**src/blk_crypt_pkg.sv**
```systemverilog
// Shared widths, job and memory structs and controller states for the block cipher engine
package blk_crypt_pkg;

  // Cipher shape
  localparam int ROUNDS        = 4;
  localparam int ROT           = 13;
  localparam int WORDS_PER_BLK = 4;
  localparam int BLK_BYTES     = 16;

  typedef logic [31:0]  word_t;
  typedef logic [31:0]  addr_t;
  typedef logic [127:0] block_t;
  typedef logic [127:0] key_t;
  typedef logic [31:0]  len_t;
  typedef logic [1:0]   word_idx_t;
  typedef logic [15:0]  blk_cnt_t;

  // Round counter in key schedule and core
  typedef logic [$clog2(ROUNDS)-1:0] round_idx_t;

  typedef key_t [ROUNDS-1:0] round_keys_t;

  typedef struct packed {
    addr_t src_addr;
    addr_t dst_addr;
    len_t  byte_len;
    key_t  key;
    logic  decrypt;
  } job_cfg_t;

  typedef struct packed {
    logic  req;
    addr_t addr;
  } mem_rd_t;

  typedef struct packed {
    logic  req;
    addr_t addr;
    word_t data;
  } mem_wr_t;

  typedef enum logic [3:0] {
    CTRL_IDLE,
    CTRL_INIT_KEY,
    CTRL_WAIT_KEY,
    CTRL_FETCH,
    CTRL_FETCH_WAIT,
    CTRL_START_CORE,
    CTRL_WAIT_CORE,
    CTRL_STORE,
    CTRL_STORE_WAIT,
    CTRL_BLOCK_DONE,
    CTRL_FINISHED
  } ctrl_state_t;

endpackage

```
**src/blk_crypt_top.sv**
```systemverilog
// Top level of the memory to memory cipher engine, wiring controller and datapath stages
`timescale 1ns/1ps

module blk_crypt_top (
  input  logic                    clk,
  input  logic                    reset_n,
  input  logic                    start_i,
  input  blk_crypt_pkg::job_cfg_t cfg_i,
  output blk_crypt_pkg::mem_rd_t  mem_rd_o,
  input  blk_crypt_pkg::word_t    rd_data_i,
  input  logic                    rd_valid_i,
  output blk_crypt_pkg::mem_wr_t  mem_wr_o,
  input  logic                    wr_done_i,
  output logic                    done_o
);
  import blk_crypt_pkg::*;

  logic        key_init;
  logic        key_ready;
  logic        fetch_req;
  logic        fetch_clear;
  logic        fetch_done;
  logic        core_start;
  logic        core_ready;
  logic        store_req;
  logic        store_done;
  word_idx_t   word_idx;
  addr_t       rd_addr;
  addr_t       wr_addr;
  round_keys_t round_keys;
  block_t      in_blk;
  block_t      out_blk;

  crypt_ctrl ctrl_inst (
    .clk, .reset_n, .start_i, .cfg_i,
    .key_init_o(key_init), .key_ready_i(key_ready),
    .fetch_req_o(fetch_req), .fetch_clear_o(fetch_clear), .fetch_done_i(fetch_done),
    .core_start_o(core_start), .core_ready_i(core_ready),
    .store_req_o(store_req), .store_done_i(store_done),
    .word_idx_o(word_idx), .rd_addr_o(rd_addr), .wr_addr_o(wr_addr), .done_o
  );

  key_schedule key_schedule_inst (
    .clk, .reset_n, .key_init_i(key_init), .key_i(cfg_i.key),
    .round_keys_o(round_keys), .key_ready_o(key_ready)
  );

  word_fetch word_fetch_inst (
    .clk, .reset_n, .clear_i(fetch_clear), .fetch_req_i(fetch_req),
    .addr_i(rd_addr), .word_idx_i(word_idx), .mem_rd_o, .rd_data_i, .rd_valid_i,
    .block_o(in_blk), .fetch_done_o(fetch_done)
  );

  round_engine round_engine_inst (
    .clk, .reset_n, .core_start_i(core_start), .decrypt_i(cfg_i.decrypt),
    .block_i(in_blk), .round_keys_i(round_keys), .block_o(out_blk),
    .core_ready_o(core_ready)
  );

  word_store word_store_inst (
    .clk, .reset_n, .store_req_i(store_req), .addr_i(wr_addr), .word_idx_i(word_idx),
    .block_i(out_blk), .mem_wr_o, .wr_done_i, .store_done_o(store_done)
  );

endmodule

```
**src/crypt_ctrl.sv**
```systemverilog
// Job sequencer: key setup, word fetch loop, core pass, word store loop and block counting
`timescale 1ns/1ps

module crypt_ctrl (
  input  logic                     clk,
  input  logic                     reset_n,
  input  logic                     start_i,
  input  blk_crypt_pkg::job_cfg_t  cfg_i,
  output logic                     key_init_o,
  input  logic                     key_ready_i,
  output logic                     fetch_req_o,
  output logic                     fetch_clear_o,
  input  logic                     fetch_done_i,
  output logic                     core_start_o,
  input  logic                     core_ready_i,
  output logic                     store_req_o,
  input  logic                     store_done_i,
  output blk_crypt_pkg::word_idx_t word_idx_o,
  output blk_crypt_pkg::addr_t     rd_addr_o,
  output blk_crypt_pkg::addr_t     wr_addr_o,
  output logic                     done_o
);
  import blk_crypt_pkg::*;

  ctrl_state_t state_q;
  ctrl_state_t state_d;
  word_idx_t   word_q;
  blk_cnt_t    blk_idx_q;
  blk_cnt_t    blk_left_q;
  blk_cnt_t    blk_total;
  len_t        len_up;
  addr_t       blk_offs;
  logic        last_word;
  logic        last_blk;

  // Length rounded up to whole blocks
  assign len_up    = cfg_i.byte_len + len_t'(BLK_BYTES - 1);
  assign blk_total = blk_cnt_t'(len_up / BLK_BYTES);

  assign last_word = (word_q == word_idx_t'(WORDS_PER_BLK - 1));
  assign last_blk  = (blk_left_q == blk_cnt_t'(1));

  assign blk_offs  = addr_t'(blk_idx_q) * addr_t'(BLK_BYTES) + (addr_t'(word_q) << 2);
  assign rd_addr_o = cfg_i.src_addr + blk_offs;
  assign wr_addr_o = cfg_i.dst_addr + blk_offs;
  assign word_idx_o = word_q;

  always_ff @(posedge clk or negedge reset_n) begin
    if (!reset_n)
      state_q <= CTRL_IDLE;
    else
      state_q <= state_d;
  end

  always_ff @(posedge clk or negedge reset_n) begin
    if (!reset_n) begin
      word_q     <= '0;
      blk_idx_q  <= '0;
      blk_left_q <= '0;
    end else begin
      case (state_q)
        CTRL_INIT_KEY: begin
          word_q     <= '0;
          blk_idx_q  <= '0;
          blk_left_q <= blk_total;
        end
        CTRL_FETCH_WAIT: begin
          if (fetch_done_i)
            word_q <= word_q + 1'b1;
        end
        CTRL_STORE_WAIT: begin
          if (store_done_i)
            word_q <= word_q + 1'b1;
        end
        CTRL_BLOCK_DONE: begin
          blk_idx_q  <= blk_idx_q + 1'b1;
          blk_left_q <= blk_left_q - 1'b1;
        end
        default: ;
      endcase
    end
  end

  always_comb begin
    state_d = state_q;
    case (state_q)
      CTRL_IDLE: begin
        if (start_i)
          state_d = CTRL_INIT_KEY;
      end
      CTRL_INIT_KEY: begin
        // Nothing to do for an empty job
        state_d = (blk_total == '0) ? CTRL_FINISHED : CTRL_WAIT_KEY;
      end
      CTRL_WAIT_KEY: begin
        if (key_ready_i)
          state_d = CTRL_FETCH;
      end
      CTRL_FETCH:      state_d = CTRL_FETCH_WAIT;
      CTRL_FETCH_WAIT: begin
        if (fetch_done_i)
          state_d = last_word ? CTRL_START_CORE : CTRL_FETCH;
      end
      CTRL_START_CORE: state_d = CTRL_WAIT_CORE;
      CTRL_WAIT_CORE: begin
        if (core_ready_i)
          state_d = CTRL_STORE;
      end
      CTRL_STORE:      state_d = CTRL_STORE_WAIT;
      CTRL_STORE_WAIT: begin
        if (store_done_i)
          state_d = last_word ? CTRL_BLOCK_DONE : CTRL_STORE;
      end
      CTRL_BLOCK_DONE: state_d = last_blk ? CTRL_FINISHED : CTRL_FETCH;
      CTRL_FINISHED:   state_d = CTRL_IDLE;
      default:         state_d = CTRL_IDLE;
    endcase
  end

  assign key_init_o    = (state_q == CTRL_INIT_KEY) && (blk_total != '0);
  assign fetch_req_o   = (state_q == CTRL_FETCH);
  assign fetch_clear_o = (state_q == CTRL_INIT_KEY) || (state_q == CTRL_BLOCK_DONE);
  assign core_start_o  = (state_q == CTRL_START_CORE);
  assign store_req_o   = (state_q == CTRL_STORE);
  assign done_o        = (state_q == CTRL_FINISHED);

endmodule

```
**src/key_schedule.sv**
```systemverilog
// Round key generator, one key per cycle after key init, keys held for the whole job
`timescale 1ns/1ps

module key_schedule (
  input  logic                       clk,
  input  logic                       reset_n,
  input  logic                       key_init_i,
  input  blk_crypt_pkg::key_t        key_i,
  output blk_crypt_pkg::round_keys_t round_keys_o,
  output logic                       key_ready_o
);
  import blk_crypt_pkg::*;

  logic        busy_q;
  round_idx_t  rnd_q;
  key_t        rot_key_q;
  round_keys_t keys_q;
  logic [7:0]  rcon;

  // Round constant goes into the low byte
  assign rcon = 8'(rnd_q) + 8'd1;

  always_ff @(posedge clk or negedge reset_n) begin
    if (!reset_n) begin
      busy_q <= 1'b0;
      rnd_q  <= '0;
    end else if (key_init_i) begin
      busy_q <= 1'b1;
      rnd_q  <= '0;
    end else if (busy_q) begin
      rnd_q <= rnd_q + 1'b1;
      if (rnd_q == round_idx_t'(ROUNDS - 1))
        busy_q <= 1'b0;
    end
  end

  always_ff @(posedge clk) begin
    if (key_init_i) begin
      rot_key_q <= key_i;
    end else if (busy_q) begin
      keys_q[rnd_q] <= rot_key_q ^ key_t'(rcon);
      // Next key is rotated one more word
      rot_key_q     <= {rot_key_q[95:0], rot_key_q[127:96]};
    end
  end

  assign round_keys_o = keys_q;
  assign key_ready_o  = ~busy_q;

endmodule

```
**src/round_engine.sv**
```systemverilog
// Iterated toy cipher core, one round per cycle, encrypt or decrypt
`timescale 1ns/1ps

module round_engine (
  input  logic                       clk,
  input  logic                       reset_n,
  input  logic                       core_start_i,
  input  logic                       decrypt_i,
  input  blk_crypt_pkg::block_t      block_i,
  input  blk_crypt_pkg::round_keys_t round_keys_i,
  output blk_crypt_pkg::block_t      block_o,
  output logic                       core_ready_o
);
  import blk_crypt_pkg::*;

  logic       busy_q;
  round_idx_t rnd_q;
  round_idx_t key_sel;
  block_t     state_q;
  block_t     mixed;
  block_t     next_state;

  // Decrypt walks the keys backwards
  assign key_sel = decrypt_i ? round_idx_t'(ROUNDS - 1) - rnd_q : rnd_q;

  always_comb begin
    if (decrypt_i) begin
      mixed      = {state_q[ROT-1:0], state_q[127:ROT]};
      next_state = mixed ^ round_keys_i[key_sel];
    end else begin
      mixed      = state_q ^ round_keys_i[key_sel];
      next_state = {mixed[127-ROT:0], mixed[127:128-ROT]};
    end
  end

  always_ff @(posedge clk or negedge reset_n) begin
    if (!reset_n) begin
      busy_q <= 1'b0;
      rnd_q  <= '0;
    end else if (core_start_i) begin
      busy_q <= 1'b1;
      rnd_q  <= '0;
    end else if (busy_q) begin
      rnd_q <= rnd_q + 1'b1;
      if (rnd_q == round_idx_t'(ROUNDS - 1))
        busy_q <= 1'b0;
    end
  end

  always_ff @(posedge clk) begin
    if (core_start_i)
      state_q <= block_i;
    else if (busy_q)
      state_q <= next_state;
  end

  assign block_o      = state_q;
  assign core_ready_o = ~busy_q;

endmodule

```
**src/word_fetch.sv**
```systemverilog
// Read side: one memory word per request, assembled into the input block register
`timescale 1ns/1ps

module word_fetch (
  input  logic                     clk,
  input  logic                     reset_n,
  input  logic                     clear_i,
  input  logic                     fetch_req_i,
  input  blk_crypt_pkg::addr_t     addr_i,
  input  blk_crypt_pkg::word_idx_t word_idx_i,
  output blk_crypt_pkg::mem_rd_t   mem_rd_o,
  input  blk_crypt_pkg::word_t     rd_data_i,
  input  logic                     rd_valid_i,
  output blk_crypt_pkg::block_t    block_o,
  output logic                     fetch_done_o
);
  import blk_crypt_pkg::*;

  logic      rd_req_q;
  addr_t     rd_addr_q;
  logic      pend_q;
  word_idx_t idx_q;
  block_t    blk_q;
  logic      done_q;

  always_ff @(posedge clk or negedge reset_n) begin
    if (!reset_n) begin
      rd_req_q <= 1'b0;
      pend_q   <= 1'b0;
      done_q   <= 1'b0;
    end else begin
      rd_req_q <= fetch_req_i;
      done_q   <= rd_valid_i & pend_q;
      if (fetch_req_i)
        pend_q <= 1'b1;
      else if (rd_valid_i)
        pend_q <= 1'b0;
    end
  end

  always_ff @(posedge clk) begin
    if (fetch_req_i) begin
      rd_addr_q <= addr_i;
      idx_q     <= word_idx_i;
    end
  end

  // Returned word lands in its lane
  always_ff @(posedge clk) begin
    if (clear_i)
      blk_q <= '0;
    else if (rd_valid_i && pend_q)
      blk_q[$bits(word_t)*idx_q +: $bits(word_t)] <= rd_data_i;
  end

  assign mem_rd_o.req  = rd_req_q;
  assign mem_rd_o.addr = rd_addr_q;
  assign block_o       = blk_q;
  assign fetch_done_o  = done_q;

endmodule

```
**src/word_store.sv**
```systemverilog
// Write side: one lane of the result block to memory per request
`timescale 1ns/1ps

module word_store (
  input  logic                     clk,
  input  logic                     reset_n,
  input  logic                     store_req_i,
  input  blk_crypt_pkg::addr_t     addr_i,
  input  blk_crypt_pkg::word_idx_t word_idx_i,
  input  blk_crypt_pkg::block_t    block_i,
  output blk_crypt_pkg::mem_wr_t   mem_wr_o,
  input  logic                     wr_done_i,
  output logic                     store_done_o
);
  import blk_crypt_pkg::*;

  logic  wr_req_q;
  addr_t wr_addr_q;
  word_t wr_data_q;
  logic  pend_q;
  logic  done_q;

  always_ff @(posedge clk or negedge reset_n) begin
    if (!reset_n) begin
      wr_req_q <= 1'b0;
      pend_q   <= 1'b0;
      done_q   <= 1'b0;
    end else begin
      wr_req_q <= store_req_i;
      done_q   <= wr_done_i & pend_q;
      if (store_req_i)
        pend_q <= 1'b1;
      else if (wr_done_i)
        pend_q <= 1'b0;
    end
  end

  // Lane select at request time
  always_ff @(posedge clk) begin
    if (store_req_i) begin
      wr_addr_q <= addr_i;
      wr_data_q <= block_i[$bits(word_t)*word_idx_i +: $bits(word_t)];
    end
  end

  assign mem_wr_o.req  = wr_req_q;
  assign mem_wr_o.addr = wr_addr_q;
  assign mem_wr_o.data = wr_data_q;
  assign store_done_o  = done_q;

endmodule
```
**config.mk**
```make
export PLATFORM = sky130hd
export DESIGN_NAME = blk_crypt_top
export DESIGN_NICKNAME = d
export VERILOG_FILES = /design/src/blk_crypt_pkg.sv /design/src/blk_crypt_top.sv /design/src/crypt_ctrl.sv /design/src/key_schedule.sv /design/src/round_engine.sv /design/src/word_fetch.sv /design/src/word_store.sv
export SDC_FILE = /design/constraint.sdc
export NUM_CORES = 1
export LEC_CHECK = 0
export BUFFER_PORTS_ARGS = -buffer_cell sky130_fd_sc_hd__buf_2
export CORE_MARGIN = 5
export CORE_UTILIZATION = 54
export DETAILED_ROUTE_END_ITERATION = 10
export PLACE_DENSITY = 0.75
export SYNTH_ARGS = -nofsm -noshare
export SYNTH_HDL_FRONTEND = slang
export SYNTH_SLANG_ARGS = --single-unit
```
**constraint.sdc**
```tcl
create_clock -name clk -period 11.35 [get_ports clk]
set_input_delay 2.27 -clock clk [delete_from_list [all_inputs] [get_ports clk]]
set_output_delay 2.27 -clock clk [all_outputs]
set_load 0.005 [all_outputs]
```
Word level (Yosys, flattened, before mapping)
Cells that the tools add are included.
Widths: inputs -> output; s select.

storage, ports and cells
  flip-flop bits (word level) = 1,044
  input bits = 262
  output and inout bits = 99
  word-level logic and storage cells = 125

cells by class
  $add $sub $neg = 12
  order comparisons = 3
  equal/unequal tests = 19
  shifts and indexed selects = 3
  multiplexer cells = 41
  bitwise gates (word level) = 6
  reduce and logical (&&, ||, !) cells = 16

operator list
  operator                   count
  $mux 128                   7
  $bwmux 512                 1
  $bmux 128 s2               1
  $demux 128 s2              1
  $xor 128x128->128          2
  $bwmux 128                 1
  $shift 32x34->128 const A  1
  $shiftx 128x8->32          1
  $shiftx 32x34->128         1
  $xor 128x8->128            1
  $add 32x32->32             2
  $pmux 16 s2                2
  $pmux 4 s10                1
  $neg 7->34                 1
  $mux 4                     8
  $add 20x4->21              1
  $add 20x4->20 const B      1
  $add 16x1->16 const B      1
  $eq 16x1->1 const B        1
  $eq 4x3->1 const B         4
  $logic_not 16->1           1
  $reduce_bool 16->1         1
  $sub 16x1->16 const B      1
  $mux 2                     7
  24 further kinds           51

Longest topological paths before layout
  depth after elaboration = 8
  gate-level depth with buffers = 10
  depth with buffers taken out = 9

Hierarchy
A second synthesis with hierarchy kept.

second synthesis, totals
  cells, all modules = 3,876
  area, all modules = 52,980.8 um2

modules (own cells, without submodules)
  module        instances  cells an instance  area each (um2)  sequential area each (um2)
  key_schedule  1          807                21,272.9         19,293.5
  round_engine  1          1,882              18,401.4         3,918.8
  word_fetch    1          425                5,505.3          3,658.5
  crypt_ctrl    1          652                4,964.8          950.9
  word_store    1          110                2,836.5          1,996.9

Worst setup path after synthesis
No wires, ideal clock.

  path kind = input-to-reg
  start = in cfg_i[131] in the netlist's numbering
  end = reg key_schedule_inst.keys_q, in the netlist key_schedule_inst.round_keys_o[384] (enable)
  setup time = 798 ps
  arrival = 12,955 ps
  data required time = 10,552 ps
  path slack = -2,403 ps
  stages = 10
  path buffers = 3
  cells stage by stage = o41ai_4 > nor3_1 > nor2_1 > a21o_1 > o21ai_1 > and2_1 > buf_6 > buf_8 > buf_6 > nor3b_1

on the way
  longest elaborated chain between the ends = 5

RTL lines
  item                               RTL line            RTL
  start, declared                    blk_crypt_top.sv:8  input blk_crypt_pkg::job_cfg_t cfg_i,
  $add 20x4->20                      crypt_ctrl.sv:37    assign len_up = cfg_i.byte_len + len_t'(BLK_BYTES - 1);
  $reduce_bool 16->1                 crypt_ctrl.sv:120   assign key_init_o = (state_q == CTRL_INIT_KEY) && (blk_total != '0);
  $logic_and 1x1->1                  crypt_ctrl.sv:120
  $not 1->1 (no source line)         n/a
  $reduce_and 2->1 (no source line)  n/a
  end signal, assigned by index      key_schedule.sv:41  keys_q[rnd_q] <= rot_key_q ^ key_t'(rcon);
  end, declared                      key_schedule.sv:17  round_keys_t keys_q;

No other way between the ends.
A chain may end at the register's enable or synchronous reset.

Final worst setup path
  start = in cfg_i[131] in the netlist's numbering
  end = reg key_schedule_inst.keys_q, in the netlist key_schedule_inst.round_keys_o[288] (enable)

Same word-level chain as after synthesis.

==> flow_summary_export.csv <==
group,metric,value,unit
outcome,status,"finished clean",
synth,synth_compound_area_frac,0.0738,
timing,fin_setup_tns,0,ps
global_route,grt_max_degree,92,
synth,synth_fa_ha_area_frac,0.0148,
synth,synth_cell_types,70,
worst_setup_path,worst_r2r_path_depth,7,
floorplan,die_y,299,um
floorplan,start_util,0.546,
worst_setup_path,startpoint_type,"primary input",
synth,synthMuxAreaShare,0.116,
finish,fin_util,0.622,
worst_hold_path,min_to,"word_fetch_inst.pend_q",
timing,worst_slew_pin_slew,1130,ps
drt,vias,27300,
pwr,switching_share,0.336,
worst_hold_path,worstHoldStart,"word_fetch_inst.pend_q",
pwr,p_sw,0.00534,W
clocking,ctsHoldBuffers,0,
worst_setup_path,cp_max_fo,59,
clocking,cts_buffers,105,
pwr,ir_drop,188,uV
finish,drive_above_1_share,0.262,
worst_setup_path,end_kind,"flop",
worst_setup_path,max_stage_delay,920,ps
synth,syn_nets,3167,
worst_setup_path,critPathBufInv,3,
floorplan,die-area,0.0891,sq mm
worst_setup_path,crit_path_cell_trace,"buf_2 -> o41ai_4 -> nor3_1 -> nor2_1 -> a21o_1 -> o21ai_1 -> and2_4 -> and3b_4 -> buf_4 -> buf_4",
pwr,leakagePower,18.0,nW
worst_setup_path,critical_path_class,"primary input to flop",
synth,ys_ff_latch,1044,
clocking,clock_latency,680,ps
drt,drc,0,
place,dp_cells,4150,
floorplan,die_w,299,um
synth,netlist_area,0.0450,sq mm
clocking,clk_pin_slew,60,ps
synth,ys_seq_area_frac,0.663,
job,maxCapViolCount,0,
timing,maxSlewViolCount,0,
drt,wl_per_cell,26.9,um
worst_setup_path,timing.rr.start,"ctrl_inst.state_q[0]",
worst_setup_path,crit_family,"simple AND/OR/NAND/NOR gates",
pwr,p_int,0.0105,W
clocking,post_cts_buffers,0,
timing,post-route-min-period,5970,ps
clocking,cts-root-buf,"clkbuf_16",
timing,setup_viol,0,
finish,stdcell_count,4359,
worst_setup_path,cpMostUsedCell,"buf_4",
synth,yosys.area_share.simple,0.0499,
worst_hold_path,hold_path_class,"flop to flop",
clocking,cts_sinks,1044,
synth,synth_xor_area_frac,0.0645,
timing,hold_viol,0,
floorplan,num_rows,105,
pwr,clockPowerShare,0.218,
global_route,gr-total-overflow,0,
worst_setup_path,timing.rr.end,"key_schedule_inst.rot_key_q[112]",
finish,final_nets,3501,
timing,finalClockSkew,36.3,ps
global_route,grt_usage,0.258,
floorplan,coreArea,0.0824,sq mm
clocking,cts_tree,"built",
synth,synth_edf_count,866,
synth,synth_warnings,0,
synth,ys.flop_type,"edfxtp_1",
drt,postRouteAntennaNets,0,
pwr,seq_power_share,0.451,
clocking,cts_max_path_buffers,3,
drt,viasPerCell,6.25,
timing,timing.final.crit_share,0.526,
pwr,comb_power_share,0.331,
finish,synthToLayoutAreaGrowth,13.9,%
floorplan,ioPinCount,361,
timing,clock.fmax,167,MHz
synth,avgSynthCellArea,15.8,sq um
timing,rsz0062_at_grt,"no",
clocking,post_cts_resized,0,
synth,synth_top_family_by_area,"multiplexers",
place,port_buffers,348,
global_route,grt_pass1_wl,175,mm
pwr,power_density,310,mW/mm^2
global_route,grt_pass1_vias,27400,
synth,ys_async_sr_fraction,0.0479,
worst_setup_path,rrSetupSlack,6160,ps
worst_setup_path,crit_path_top_delay_cell,"and3b_4",
timing,slew_headroom,0.248,
clocking,htreeDepth,3,
place,gp_congestion,0.894,
worst_setup_path,critPathRequiredTime,11640,ps
synth,synth_cells,2853,
global_route,grt_antenna_before_repair,19,
worst_hold_path,worstHoldPathCells,1,
drt,drt-pass1-iter-count,6,
worst_setup_path,critPathArrivalTime,6260,ps
place,dp_hpwl,79.2,mm
drt,wl,117,mm
drt,drt_iter0_drc,3370,
[state kept, by name (all words and copies together), names as in the netlist]
name                            flops
key_schedule_inst.round_keys_o    512
key_schedule_inst.rot_key_q       128
round_engine_inst.block_o         128
word_fetch_inst.block_o           128
word_fetch_inst.rd_addr_q          32
word_store_inst.wr_addr_q          32
word_store_inst.wr_data_q          32
ctrl_inst.blk_idx_q                16
ctrl_inst.blk_left_q               16
ctrl_inst.state_q                   4
ctrl_inst.word_idx_o                2
key_schedule_inst.rnd_q             2
round_engine_inst.rnd_q             2
word_fetch_inst.idx_q               2
key_schedule_inst.busy_q            1
round_engine_inst.busy_q            1
word_fetch_inst.fetch_done_o        1
word_fetch_inst.pend_q              1
word_fetch_inst.rd_req_q            1
word_store_inst.pend_q              1
word_store_inst.store_done_o        1
word_store_inst.wr_req_q            1
[worst max-delay path by stage]
| stage | from | endpoint | depth (start not counted) | slack, ps |
|---|---|---|---|---|
| final | cfg_i[131] | key_schedule_inst.round_keys_o[288] | 10 | 5380 |
| after global routing | cfg_i[131] | key_schedule_inst.round_keys_o[288] | 10 | 5160 |
| after CTS | cfg_i[131] | key_schedule_inst.round_keys_o[320] | 10 | 5340 |
| after detailed placement | cfg_i[131] | key_schedule_inst.round_keys_o[288] | 10 | 4650 |
| after global placement | cfg_i[131] | key_schedule_inst.round_keys_o[314] | 10 | 4700 |
| after floorplan | cfg_i[131] | key_schedule_inst.round_keys_o[384] | 10 | 2090 |
[final cells by class]
type	instances	area, sq um
Inverter	20	75.1
Sequential cell	1044	29800
Timing Repair Buffer	381	2000
Clock buffer	137	2820
Fill cell	5856	31200
Tap cell	1070	1340
Clock inverter	60	648
Antenna cell	12	30.0
Multi-Input combinational cell	1635	14500
[logic make-up after synthesis]
group | after synthesis
AO/OA/AOI/OAI | 452
flip-flops | 1044
multiplexers | 293
adder cells (fa/ha/maj) | 52
AND/OR/NAND/NOR | 507
buffers and inverters | 174
XOR/XNOR | 331
[routing by layer]
| layer | up-vias | part of all wire | track usage |
|---|---|---|---|
| met3 | 231 | 0.097 | 0.0539 |
| met5 | - | 0.00031 | 0 |
| met4 | 6 | 0.045 | 0.106 |
| met1 | 13700 | 0.38 | 0.352 |
| met2 | 1452 | 0.47 | 0.410 |
| li1 | 11800 | - | - |
[Yosys cell counts (3+ instances only)]
| cell type | instances | area share |
|---|---|---|
| edfxtp_1 | 866 | 0.58 |
| nor2_1 | 306 | 0.026 |
| xnor2_1 | 303 | 0.059 |
| mux4_2 | 160 | 0.080 |
| a221oi_1 | 130 | 0.025 |
| a22oi_1 | 129 | 0.022 |
| dfxtp_1 | 128 | 0.057 |
| clkbuf_1 | 112 | 0.0094 |
| mux2_2 | 98 | 0.025 |
| nand2_1 | 63 | 0.0053 |
| o21ai_0 | 56 | 0.0062 |
| a21oi_1 | 55 | 0.0061 |
| dfrtp_1 | 50 | 0.028 |
| ha_1 | 50 | 0.014 |
| mux2_4 | 32 | 0.011 |
| nand3_1 | 31 | 0.0035 |
| xor2_1 | 28 | 0.0055 |
| inv_1 | 20 | 0.0017 |
| nor3_1 | 18 | 0.0020 |
| a21o_1 | 15 | 0.0025 |
| and3_1 | 14 | 0.0019 |
| buf_2 | 13 | 0.0014 |
| nand4_1 | 13 | 0.0018 |
| a211oi_1 | 12 | 0.0020 |
| buf_4 | 12 | 0.0020 |
| buf_1 | 11 | 0.00092 |
| nand2b_1 | 9 | 0.0013 |
| nor4_1 | 9 | 0.0013 |
| o21a_1 | 8 | 0.0013 |
| and2_1 | 7 | 0.00097 |
| nor3b_1 | 7 | 0.0012 |
| a31oi_1 | 6 | 0.00084 |
| nor2b_1 | 5 | 0.00070 |
| o21bai_1 | 5 | 0.00084 |
| o22ai_1 | 5 | 0.00070 |
| o31ai_1 | 5 | 0.00084 |
| a22o_1 | 4 | 0.00078 |
| and3b_1 | 4 | 0.00078 |
| or2_2 | 4 | 0.00056 |
| and4_1 | 3 | 0.00058 |
| buf_12 | 3 | 0.0013 |
| mux2i_1 | 3 | 0.00067 |
| nor4b_1 | 3 | 0.00058 |
| o221ai_1 | 3 | 0.00058 |
[per-stage QoR]
stage	hold WS (ps)	power [W]	cell area (sq um)	setup slack, ps
2_1_floorplan	441	0.0107	45000	2090
5_1_grt	493	0.0165	51200	5160
3_5_place_dp	461	0.0124	47700	4650
3_3_place_gp	452	0.0122	47700	4700
6_report	473	0.0159	51200	5380
4_1_cts	474	0.0159	51200	5340
[power by group through the flow]
stage	clock network, W	registers, W	logic, W
6_report	0.00347	0.00716	0.00525
5_1_grt	0.00367	0.00729	0.00559
4_1_cts	0.00351	0.00716	0.00527
3_5_place_dp	0	0.00722	0.00523
3_3_place_gp	0	0.00710	0.00510
2_1_floorplan	0	0.00692	0.00378
[cell usage in the layout, fill, tap and decap left out, drive strengths merged, types with 5 or more instances in the layout]
cell type,count
a211oi,12
o21ai,57
a21o,15
edfxtp,866
bufinv,11
a22oi,129
nand3,31
nor4,10
mux2,130
clkbuf,137
nor3,18
dfxtp,128
nor3b,7
nand2,63
inv,23
xnor2,303
o21a,8
a21oi,55
ha,50
buf,381
diode,12
or2,6
a31oi,6
clkinv,43
o31ai,5
nor2b,5
a221oi,130
nand4,14
mux4,160
dfrtp,50
nor2,306
and3,14
nand2b,9
o22ai,5
and2,7
xor2,28
o21bai,5
Note: power is estimated with default switching activity, not from simulation.
